[config.mk]
export PLATFORM = sky130hd
export DESIGN_NAME = recovery_handler
export DESIGN_NICKNAME = d
export VERILOG_FILES = /design/src/design/tti_pkg.sv /design/src/design/recovery_pkg.sv /design/src/design/tti_rx_queue.sv /design/src/design/recovery_mux.sv /design/src/design/recovery_pec.sv /design/src/design/recovery_receiver.sv /design/src/design/recovery_executor.sv /design/src/design/recovery_handler.sv
export SDC_FILE = /design/constraint.sdc
export NUM_CORES = 1
export LEC_CHECK = 0
export BUFFER_PORTS_ARGS = -buffer_cell sky130_fd_sc_hd__buf_2
export CAP_MARGIN = 40
export CELL_PAD_IN_SITES_DETAIL_PLACEMENT = 1
export CELL_PAD_IN_SITES_GLOBAL_PLACEMENT = 2
export CORE_MARGIN = 1
export CORE_UTILIZATION = 47
export CTS_BUF_LIST = sky130_fd_sc_hd__clkbuf_4 sky130_fd_sc_hd__clkbuf_8
export DETAILED_ROUTE_END_ITERATION = 8
export PLACE_DENSITY_LB_ADDON = 0.1
export SETUP_SLACK_MARGIN = 0.4
export SYNTH_ARGS = -nofsm -noshare
export SYNTH_HDL_FRONTEND = slang
export SYNTH_SLANG_ARGS = --single-unit
[constraint.sdc]
create_clock -name clk_i -period 5.5 [get_ports clk_i]
set_input_delay 0.275 -clock clk_i [delete_from_list [all_inputs] [get_ports clk_i]]
set_output_delay 0.275 -clock clk_i [all_outputs]
set_load 0.02 [all_outputs]
[src/design/tti_pkg.sv]
// Byte-path types for the RX side; QueueDepth has to stay a power of two
package tti_pkg;

  // RX byte queue
  localparam int unsigned QueueDepth = 16;
  localparam int unsigned QueueCntW = $clog2(QueueDepth + 1);

  // One beat of a bus write, last marks its final byte
  typedef struct packed {
    logic [7:0] data;
    logic       last;
  } tti_byte_t;

  // Single-cycle bus events, addr holds the 7-bit address and RnW in bit 0
  typedef struct packed {
    logic       start;
    logic       addr_valid;
    logic [7:0] addr;
  } bus_event_t;

endpackage

[src/design/recovery_pkg.sv]
// Recovery protocol constants and types; covers write commands only, read commands are not described
package recovery_pkg;

  // Device status value that enables recovery mode
  localparam logic [7:0] RecModeValue = 8'h03;

  // Write command codes
  localparam logic [7:0] CmdRecoveryCtrl = 8'h26;
  localparam logic [7:0] CmdIndirectData = 8'h2B;

  localparam logic [15:0] RecCtrlLen = 16'd3;
  localparam logic [7:0] ActivateImage = 8'h0F;

  // CRC-8, zero initial value, MSB first
  localparam logic [7:0] PecPoly = 8'h07;

  // Recovery control payload, byte 0 is the first on the bus
  typedef struct packed {
    logic [7:0] cms;
    logic [7:0] image_sel;
    logic [7:0] activate;
  } rec_ctrl_fields_t;

  typedef union packed {
    logic [0:2][7:0]  bytes;
    rec_ctrl_fields_t fields;
  } rec_ctrl_u;

  typedef struct packed {
    logic [7:0] cmd;
    rec_ctrl_u  ctrl;
    logic       error;
  } rec_cmd_t;

  typedef struct packed {
    logic       payload_available;
    logic       image_activated;
    logic [7:0] err_count;
  } rec_status_t;

endpackage

[src/design/tti_rx_queue.sv]
// Show-ahead byte FIFO; QueueDepth must be a power of two and the last flag is not stored
`timescale 1ns/10ps

module tti_rx_queue
  import tti_pkg::*;
(
  input  logic                 clk_i,
  input  logic                 rst_ni,

  input  tti_byte_t            wr_i,
  input  logic                 wr_valid_i,
  output logic                 wr_ready_o,

  input  logic                 route_rec_i,
  input  tti_byte_t            fwd_i,
  input  logic                 fwd_valid_i,
  output logic                 fwd_ready_o,

  input  logic                 clr_i,

  output tti_byte_t            rd_o,
  output logic                 rd_valid_o,
  input  logic                 rd_ready_i,

  output logic                 empty_o,
  output logic                 full_o,
  output logic [QueueCntW-1:0] depth_o
);

  logic [7:0] mem_q [QueueDepth];
  logic [$clog2(QueueDepth)-1:0] wr_ptr_q;
  logic [$clog2(QueueDepth)-1:0] rd_ptr_q;
  logic [QueueCntW-1:0] cnt_q;
  logic push;
  logic pop;
  logic [7:0] push_data;

  assign full_o  = cnt_q == QueueCntW'(QueueDepth);
  assign empty_o = cnt_q == '0;
  assign depth_o = cnt_q;

  // Only one write port is open at a time
  assign wr_ready_o  = ~full_o & ~route_rec_i;
  assign fwd_ready_o = ~full_o & route_rec_i;

  assign push      = route_rec_i ? (fwd_valid_i & fwd_ready_o) : (wr_valid_i & wr_ready_o);
  assign push_data = route_rec_i ? fwd_i.data : wr_i.data;
  assign pop       = rd_ready_i & ~empty_o;

  assign rd_o       = '{data: mem_q[rd_ptr_q], last: 1'b0};
  assign rd_valid_o = ~empty_o;

  always_ff @(posedge clk_i) begin
    if (push) begin
      mem_q[wr_ptr_q] <= push_data;
    end
  end

  always_ff @(posedge clk_i or negedge rst_ni) begin
    if (!rst_ni) begin
      wr_ptr_q <= '0;
      rd_ptr_q <= '0;
      cnt_q    <= '0;
    end else if (clr_i) begin
      wr_ptr_q <= '0;
      rd_ptr_q <= '0;
      cnt_q    <= '0;
    end else begin
      if (push) wr_ptr_q <= wr_ptr_q + 1'b1;
      if (pop) rd_ptr_q <= rd_ptr_q + 1'b1;
      cnt_q <= cnt_q + QueueCntW'(push) - QueueCntW'(pop);
    end
  end

endmodule

[src/design/recovery_mux.sv]
// Combinational stream steering; a mode change in the middle of a packet is not guarded against
`timescale 1ns/10ps

module recovery_mux
  import tti_pkg::*;
  import recovery_pkg::*;
(
  input  logic       [7:0] dev_status_i,

  // Incoming bus stream
  input  tti_byte_t        rx_i,
  input  logic             rx_valid_i,
  output logic             rx_ready_o,

  // Queue direct port
  output logic             q_valid_o,
  input  logic             q_ready_i,

  // Recovery receiver
  output logic             rcv_valid_o,
  input  logic             rcv_ready_i,

  output logic             rec_mode_o
);

  assign rec_mode_o = dev_status_i == RecModeValue;

  // Data goes to both sinks, only valid is steered
  always_comb begin
    if (rec_mode_o) begin
      q_valid_o   = 1'b0;
      rcv_valid_o = rx_valid_i;
      rx_ready_o  = rcv_ready_i;
    end else begin
      q_valid_o   = rx_valid_i;
      rcv_valid_o = 1'b0;
      rx_ready_o  = q_ready_i;
    end
  end

endmodule

[src/design/recovery_pec.sv]
// Bytewise CRC-8 accumulator, zero seed and no final XOR; a clear and a byte in one cycle start afresh
`timescale 1ns/10ps

module recovery_pec
  import recovery_pkg::*;
(
  input  logic       clk_i,
  input  logic       rst_ni,
  input  logic       clear_i,
  input  logic       valid_i,
  input  logic [7:0] data_i,
  output logic [7:0] crc_o
);

  logic [7:0] crc_q;
  logic [7:0] base;

  function automatic logic [7:0] crc8_byte(logic [7:0] crc, logic [7:0] data);
    logic [7:0] c;
    c = crc ^ data;
    for (int i = 0; i < 8; i++) begin
      c = c[7] ? ((c << 1) ^ PecPoly) : (c << 1);
    end
    return c;
  endfunction

  assign base = clear_i ? 8'h00 : crc_q;

  always_ff @(posedge clk_i or negedge rst_ni) begin
    if (!rst_ni) begin
      crc_q <= '0;
    end else if (clear_i || valid_i) begin
      crc_q <= valid_i ? crc8_byte(base, data_i) : 8'h00;
    end
  end

  assign crc_o = crc_q;

endmodule

[src/design/recovery_receiver.sv]
// Parses write packets only; read addresses are ignored and bytes outside a packet are dropped
`timescale 1ns/10ps

module recovery_receiver
  import tti_pkg::*;
  import recovery_pkg::*;
(
  input  logic       clk_i,
  input  logic       rst_ni,
  input  logic       rec_mode_i,
  input  bus_event_t bus_i,

  input  tti_byte_t  rx_i,
  input  logic       rx_valid_i,
  output logic       rx_ready_o,

  output tti_byte_t  fwd_o,
  output logic       fwd_valid_o,
  input  logic       fwd_ready_i,
  output logic       route_rec_o,
  output logic       q_clr_o,

  output rec_cmd_t   cmd_o,
  output logic       cmd_valid_o
);

  typedef enum logic [2:0] {Idle, Cmd, LenLo, LenHi, Payload, Pec, Skip} rx_state_e;

  rx_state_e state_q, state_d;
  logic [7:0] cmd_q;
  logic [7:0] len_lo_q;
  logic [15:0] rem_q, rem_d;
  rec_ctrl_u ctrl_q;
  logic route_q, route_d;
  logic cmd_valid_q;
  logic cmd_err_q;
  logic accept, bus_wr, is_ind, end_err;
  logic pec_clear, pec_valid;
  logic [7:0] pec_data, pec_crc;

  assign bus_wr = bus_i.addr_valid & ~bus_i.addr[0];
  assign is_ind = cmd_q == CmdIndirectData;

  // Indirect payload is stalled by a full queue
  assign rx_ready_o = (state_q == Payload && is_ind) ? fwd_ready_i : 1'b1;
  assign accept     = rx_valid_i & rx_ready_o;

  assign fwd_o       = rx_i;
  assign fwd_valid_o = rx_valid_i & (state_q == Payload) & is_ind;

  // Address seeds the PEC, the PEC byte itself is not folded in
  assign pec_clear = ~rec_mode_i | bus_i.start | bus_wr;
  assign pec_valid = bus_wr | (accept & (state_q inside {Cmd, LenLo, LenHi, Payload}));
  assign pec_data  = bus_wr ? bus_i.addr : rx_i.data;

  recovery_pec recovery_pec_i (
    .clk_i,
    .rst_ni,
    .clear_i(pec_clear),
    .valid_i(pec_valid),
    .data_i (pec_data),
    .crc_o  (pec_crc)
  );

  // Packet is good only if its last byte is the PEC and it matches
  assign end_err = (state_q != Pec) | (rx_i.data != pec_crc);

  always_comb begin
    state_d = state_q;
    rem_d   = rem_q;
    if (accept) begin
      unique case (state_q)
        Cmd: begin
          if (rx_i.data == CmdRecoveryCtrl || rx_i.data == CmdIndirectData) state_d = LenLo;
          else state_d = Skip;
        end
        LenLo: state_d = LenHi;
        LenHi: begin
          rem_d = {rx_i.data, len_lo_q};
          if (cmd_q == CmdRecoveryCtrl && rem_d != RecCtrlLen) state_d = Skip;
          else if (rem_d == '0) state_d = Pec;
          else state_d = Payload;
        end
        Payload: begin
          rem_d = rem_q - 16'd1;
          if (rem_d == '0) state_d = Pec;
        end
        // PEC without last flag means the packet runs long
        Pec: state_d = Skip;
        default: ;
      endcase
      if (rx_i.last && state_q != Idle) state_d = Idle;
    end
    if (bus_wr) state_d = Cmd;
    else if (bus_i.start) state_d = Idle;
  end

  assign route_d = is_ind & (state_d == Payload || state_d == Pec);

  always_ff @(posedge clk_i or negedge rst_ni) begin
    if (!rst_ni) begin
      state_q     <= Idle;
      route_q     <= 1'b0;
      cmd_valid_q <= 1'b0;
    end else if (!rec_mode_i) begin
      state_q     <= Idle;
      route_q     <= 1'b0;
      cmd_valid_q <= 1'b0;
    end else begin
      state_q     <= state_d;
      route_q     <= route_d;
      cmd_valid_q <= accept & rx_i.last & (state_q != Idle);
    end
  end

  always_ff @(posedge clk_i) begin
    rem_q <= rem_d;
    if (accept) begin
      if (state_q == Cmd) cmd_q <= rx_i.data;
      if (state_q == LenLo) len_lo_q <= rx_i.data;
      if (state_q == Payload && !is_ind) ctrl_q.bytes[2'(RecCtrlLen - rem_q)] <= rx_i.data;
      if (rx_i.last) cmd_err_q <= end_err;
    end
  end

  assign route_rec_o = route_q;
  assign cmd_valid_o = cmd_valid_q;
  assign cmd_o       = '{cmd: cmd_q, ctrl: ctrl_q, error: cmd_err_q};

  // Failed indirect write drops what it already queued
  assign q_clr_o = cmd_valid_q & cmd_err_q & is_ind;

endmodule

[src/design/recovery_executor.sv]
// All status clears when recovery mode is left; the error count saturates at 255
`timescale 1ns/10ps

module recovery_executor
  import recovery_pkg::*;
(
  input  logic        clk_i,
  input  logic        rst_ni,
  input  logic        rec_mode_i,
  input  rec_cmd_t    cmd_i,
  input  logic        cmd_valid_i,
  input  logic        q_empty_i,
  output rec_status_t status_o
);

  logic       pending_q;
  logic       image_q;
  logic [7:0] err_cnt_q;
  logic       cmd_good;
  logic       cmd_bad;
  logic       activate;
  logic       ind_done;

  assign cmd_good = cmd_valid_i & ~cmd_i.error;
  assign cmd_bad  = cmd_valid_i & cmd_i.error;

  assign activate = cmd_good & (cmd_i.cmd == CmdRecoveryCtrl) &
                    (cmd_i.ctrl.fields.activate == ActivateImage);
  assign ind_done = cmd_good & (cmd_i.cmd == CmdIndirectData);

  always_ff @(posedge clk_i or negedge rst_ni) begin
    if (!rst_ni) begin
      pending_q <= 1'b0;
      image_q   <= 1'b0;
      err_cnt_q <= '0;
    end else if (!rec_mode_i) begin
      pending_q <= 1'b0;
      image_q   <= 1'b0;
      err_cnt_q <= '0;
    end else begin
      if (cmd_bad && err_cnt_q != 8'hFF) begin
        err_cnt_q <= err_cnt_q + 8'd1;
      end
      if (activate) begin
        image_q <= 1'b1;
      end
      // Firmware has read the image data once the queue runs dry
      if (ind_done) begin
        pending_q <= 1'b1;
      end else if (q_empty_i) begin
        pending_q <= 1'b0;
      end
    end
  end

  assign status_o = '{
    payload_available: pending_q & ~q_empty_i,
    image_activated:   image_q,
    err_count:         err_cnt_q
  };

endmodule

[src/design/recovery_handler.sv]
// Recovery front end without TX path or interrupt; an errored indirect write flushes the whole RX queue
`timescale 1ns/10ps

module recovery_handler
  import tti_pkg::*;
  import recovery_pkg::*;
(
  input  logic        clk_i,
  input  logic        rst_ni,
  input  logic [7:0]  dev_status_i,
  input  bus_event_t  bus_i,

  input  tti_byte_t   rx_i,
  input  logic        rx_valid_i,
  output logic        rx_ready_o,

  output tti_byte_t   csr_rd_o,
  output logic        csr_rd_valid_o,
  input  logic        csr_rd_ready_i,

  output rec_status_t status_o
);

  logic      rec_mode;
  logic      q_valid, q_ready;
  logic      rcv_valid, rcv_ready;
  tti_byte_t fwd;
  logic      fwd_valid, fwd_ready;
  logic      route_rec;
  logic      q_clr;
  logic      q_empty;
  rec_cmd_t  cmd;
  logic      cmd_valid;

  recovery_mux recovery_mux_i (
    .dev_status_i,
    .rx_i,
    .rx_valid_i,
    .rx_ready_o,
    .q_valid_o  (q_valid),
    .q_ready_i  (q_ready),
    .rcv_valid_o(rcv_valid),
    .rcv_ready_i(rcv_ready),
    .rec_mode_o (rec_mode)
  );

  tti_rx_queue tti_rx_queue_i (
    .clk_i,
    .rst_ni,
    .wr_i       (rx_i),
    .wr_valid_i (q_valid),
    .wr_ready_o (q_ready),
    .route_rec_i(route_rec),
    .fwd_i      (fwd),
    .fwd_valid_i(fwd_valid),
    .fwd_ready_o(fwd_ready),
    .clr_i      (q_clr),
    .rd_o       (csr_rd_o),
    .rd_valid_o (csr_rd_valid_o),
    .rd_ready_i (csr_rd_ready_i),
    .empty_o    (q_empty),
    .full_o     (),
    .depth_o    ()
  );

  recovery_receiver recovery_receiver_i (
    .clk_i,
    .rst_ni,
    .rec_mode_i (rec_mode),
    .bus_i,
    .rx_i,
    .rx_valid_i (rcv_valid),
    .rx_ready_o (rcv_ready),
    .fwd_o      (fwd),
    .fwd_valid_o(fwd_valid),
    .fwd_ready_i(fwd_ready),
    .route_rec_o(route_rec),
    .q_clr_o    (q_clr),
    .cmd_o      (cmd),
    .cmd_valid_o(cmd_valid)
  );

  recovery_executor recovery_executor_i (
    .clk_i,
    .rst_ni,
    .rec_mode_i (rec_mode),
    .cmd_i      (cmd),
    .cmd_valid_i(cmd_valid),
    .q_empty_i  (q_empty),
    .status_o
  );

endmodule

==> reports/results.tsv <==
stage	metric	value	unit
place	dp_cells	975	
floorplanning	core	0.01978	mm²
sta	slew_violations	0	
yosys	syn-cell-area	0.009615	mm²
routing	wl_met2	11.47	mm
yosys	synth_fa_ha_area_frac	0.02030	
yosys	dominantRegCellSynth	edfxtp_1	
yosys	synth.ff_latch_count	205	
routing	wire_per_inst	21.45	µm
yosys	synthSimpleGateAreaFrac	0.1149	
floorplanning	die_area	0.02104	mm²
sta	finClkSkew	0.02312	ns
floorplanning	row_count	51	
layout	diodes	0	
pwr	ir_drop	187.8	µV
pwr	power.total	4.532	mW
job	maxCapViolCount	0	
clock_network	clock_tree.root_cell	clkbuf_8	
place	pre_cts_slack	2.222	ns
routing	vias	5938	
sta	setup_tns	0	ns
place	numPortBuffers	50	
yosys	synth_edf_count	169	
clock_network	cts_buffers	37	
global_routing	overflow	0	
yosys	synthMuxAreaShare	0.1023	
routing	first_pass_iters	4	
sta	hold_violations	0	
sta	rsz0062_at_grt	false	
clock_network	cts_tree	done	
floorplanning	io_pins	52	
routing	drt-vias-per-instance	5.704	
routing	drc	0	
critical_path	crit_required	5.93	ns
hold_path	hold_path_class	input pin to asynchronous set/reset pin	
global_routing	track_usage	0.2238	
critical_path	cp.arrival	3.71	ns
routing	met3WireLength	796	µm
sta	period_share	0.5966	
layout	fin_cells	1041	
yosys	synth_top_area_cell	edfxtp_1	
global_routing	grt_pass1_vias	6436	
routing	highest_layer	met4	
yosys	yosysWarnings	0	
pwr	p_leak	3.893	nW
yosys	postSynthCellCount	679	
sta	finalSetupViolCount	0	
pwr	power_density	414.3	mW/mm²
sta	worst_slew_pin_slew	0.8027	ns
yosys	syn_nets	725	
critical_path	endpoint_kind	flip-flop	
yosys	yosysSeqAreaShare	0.6215	
routing	drt_iter0_markers	298	
global_routing	grt_antenna_before_repair	0	
clock_network	path_clk_slew	0.06	ns
layout	layout.nets	796	
sta	period_minus_slack	3.281	ns
yosys	yosysUniqueCellTypes	66	
layout	post-route-util	0.5530	
yosys	synth_top_family_by_area	simple AND/OR/NAND/NOR gates	
clock_network	htreeDepth	2	
yosys	async_reset_ff_frac	0.1756	
run_status	run_status	complete, no violations	
global_routing	grt_max_degree	36	
routing	route.layer.met1.wl	9.436	mm
yosys	synth_compound_area_frac	0.05205	
floorplanning	fp.dieW	145.0	µm
sta	fmax	304.8	MHz
yosys	synth_area_per_cell	14.16	µm²
sta	relSlewSlack	0.4629	
floorplanning	start_util	0.4861	
layout	finish.instance_area	0.01094	mm²
critical_path	cp-start-kind	flip-flop	
layout	drive_above_1_share	0.2294	
place	place.detailed.hpwl	14.99	mm
routing	ant_nets	0	
yosys	synth_xor_area_frac	0.06545	
sta	holdWs	0.09916	ns
clock_network	clk_path_buf_depth	3	
sta	setup_ws	2.219	ns
global_routing	grt_first_pass_wirelength	36.16	mm
critical_path	critPathMaxFanout	5	
layout	area_delta_synth_final	13.77	%
place	placed_cell_area	0.01020	mm²
place	place.gp.congestion	0.7948	
clock_network	clkLatencyLatePin	0.53	ns
yosys	synth_top_area_frac	0.5278	
clock_network	cts.sinks	205	
floorplanning	die_h	145.0	µm
yosys	yosys-top-cells-area	edfxtp_1, dfrtp_1, mux4_2	
critical_path	crit_type	flip-flop to flip-flop	
routing	routed_wl	22.33	mm
[report_power, final]
group	total, mW	internal (mW)	switching [mW]
logic	1.18	0.556	0.627
clock network	1.41	0.781	0.627
registers	1.94	1.83	0.108
total	4.53	3.17	1.36
[timing repair]
action | in CTS | in global routing
gates resized for setup | 0 | 0
buffers inserted | 0 | 0
hold buffers | 1 | 0
hold endpoints to repair | 36 | 0
[final timing paths]
check                                             from                             end  slack [ns]  cells past startpoint
min                                             rst_ni      tti_rx_queue_i.rd_ptr_q[3]         0.1                      2
min in group clk_i                            bus_i[9]  recovery_receiver_i.state_q[1]        0.10                      4
max reg2reg                  tti_rx_queue_i.depth_o[3]       tti_rx_queue_i.depth_o[4]        2.22                     12
min reg2reg                recovery_executor_i.image_q     recovery_executor_i.image_q        0.50                      2
max in group asynchronous                       rst_ni      tti_rx_queue_i.rd_ptr_q[0]        5.00                      3
max                          tti_rx_queue_i.depth_o[3]       tti_rx_queue_i.depth_o[4]        2.22                     12
[cell usage in the layout (no fill, tap or decap), types with 3 or more instances in the layout]
master and n:
o211ai_1 3, dfrtp_1 35, nor2b_1 6, clkbuf_8 38, clkbuf_4 12, nor2_1 50
a41oi_1 3, nor4_1 8, edfxtp_1 169, or3_1 3, buf_4 12, a31oi_1 3
and2_1 10, nor3b_1 3, inv_1 20, nor3_1 20, nand2b_1 6, ha_1 14
nand4_1 9, nand3b_1 3, a21oi_1 18, mux2i_1 6, buf_2 52, and3_1 6
xnor2_1 35, nand2_1 52, nor4b_1 3, clkinv_2 3, o21ai_0 23, mux4_2 40
xor2_1 29, clkinv_1 4, nand3_1 14, clkinvlp_4 3, o22ai_1 5
[layout make-up]
type	count	area, µm²
inverters	20	75.07
repair buffers	67	407.9
flip-flops and latches	205	5977
multi-input cells	419	3417
fillers	1965	8842
clock buffers	50	613.1
clock inverters	15	117.6
well taps	265	331.6
[registers in the layout, indices dropped and copies added (netlist names), 5 cells and up]
register                                  cells
tti_rx_queue_i.mem_q                        128
recovery_receiver_i.rem_q                    16
recovery_executor_i.err_cnt_q                 8
recovery_receiver_i.cmd_q                     8
recovery_receiver_i.ctrl_q                    8
recovery_receiver_i.len_lo_q                  8
recovery_receiver_i.recovery_pec_i.crc_o      8
tti_rx_queue_i.depth_o                        5
[critical path: stages, from the launching register on]
cell and delay [ns]:
dfrtp_1 0.39, inv_1 0.09, ha_1 0.15, or4b_2 0.63, and2_1 0.26, ha_1 0.29, inv_1 0.04, ha_1 0.21
fa_1 0.41, a21oi_1 0.16, nor2_1 0.07, or3_1 0.34, a21oi_1 0.15
[cells in the mapped netlist, types with 3 or more instances]
library cell    n
nand2b_1        6
and2_1         10
nand2_1        52
mux2i_1         6
or3_1           3
nand4_1         9
ha_1           14
buf_1           4
and3_1          6
clkbuf_1       26
o211ai_1        3
nor4_1          8
inv_1          20
buf_4           4
nor4b_1         3
nor2b_1         6
o22ai_1         5
dfrtp_1        36
a41oi_1         3
a21oi_1        18
nand3_1        14
nor3b_1         3
a31oi_1         3
nor3_1         20
xnor2_1        35
xor2_1         29
mux4_2         40
nand3b_1        3
o21ai_0        23
edfxtp_1      169
nor2_1         50
[kinds of logic after synthesis]
logic type / Yosys count
other: 1
buffers and inverters: 55
AO/OA/AOI/OAI: 77
flip-flops: 205
adder cells (fa/ha/maj): 15
AND/OR/NAND/NOR: 211
XOR/XNOR: 67
multiplexers: 48
[layer usage]
layer / vias up / GRT usage
met2: 106 / 0.3921
met3: 41 / 0.03994
li1: 2723 / -
met1: 3068 / 0.2771
met4: 0 / 0.07979
met5: - / 0
Note: power is estimated with default switching activity, not from simulation.
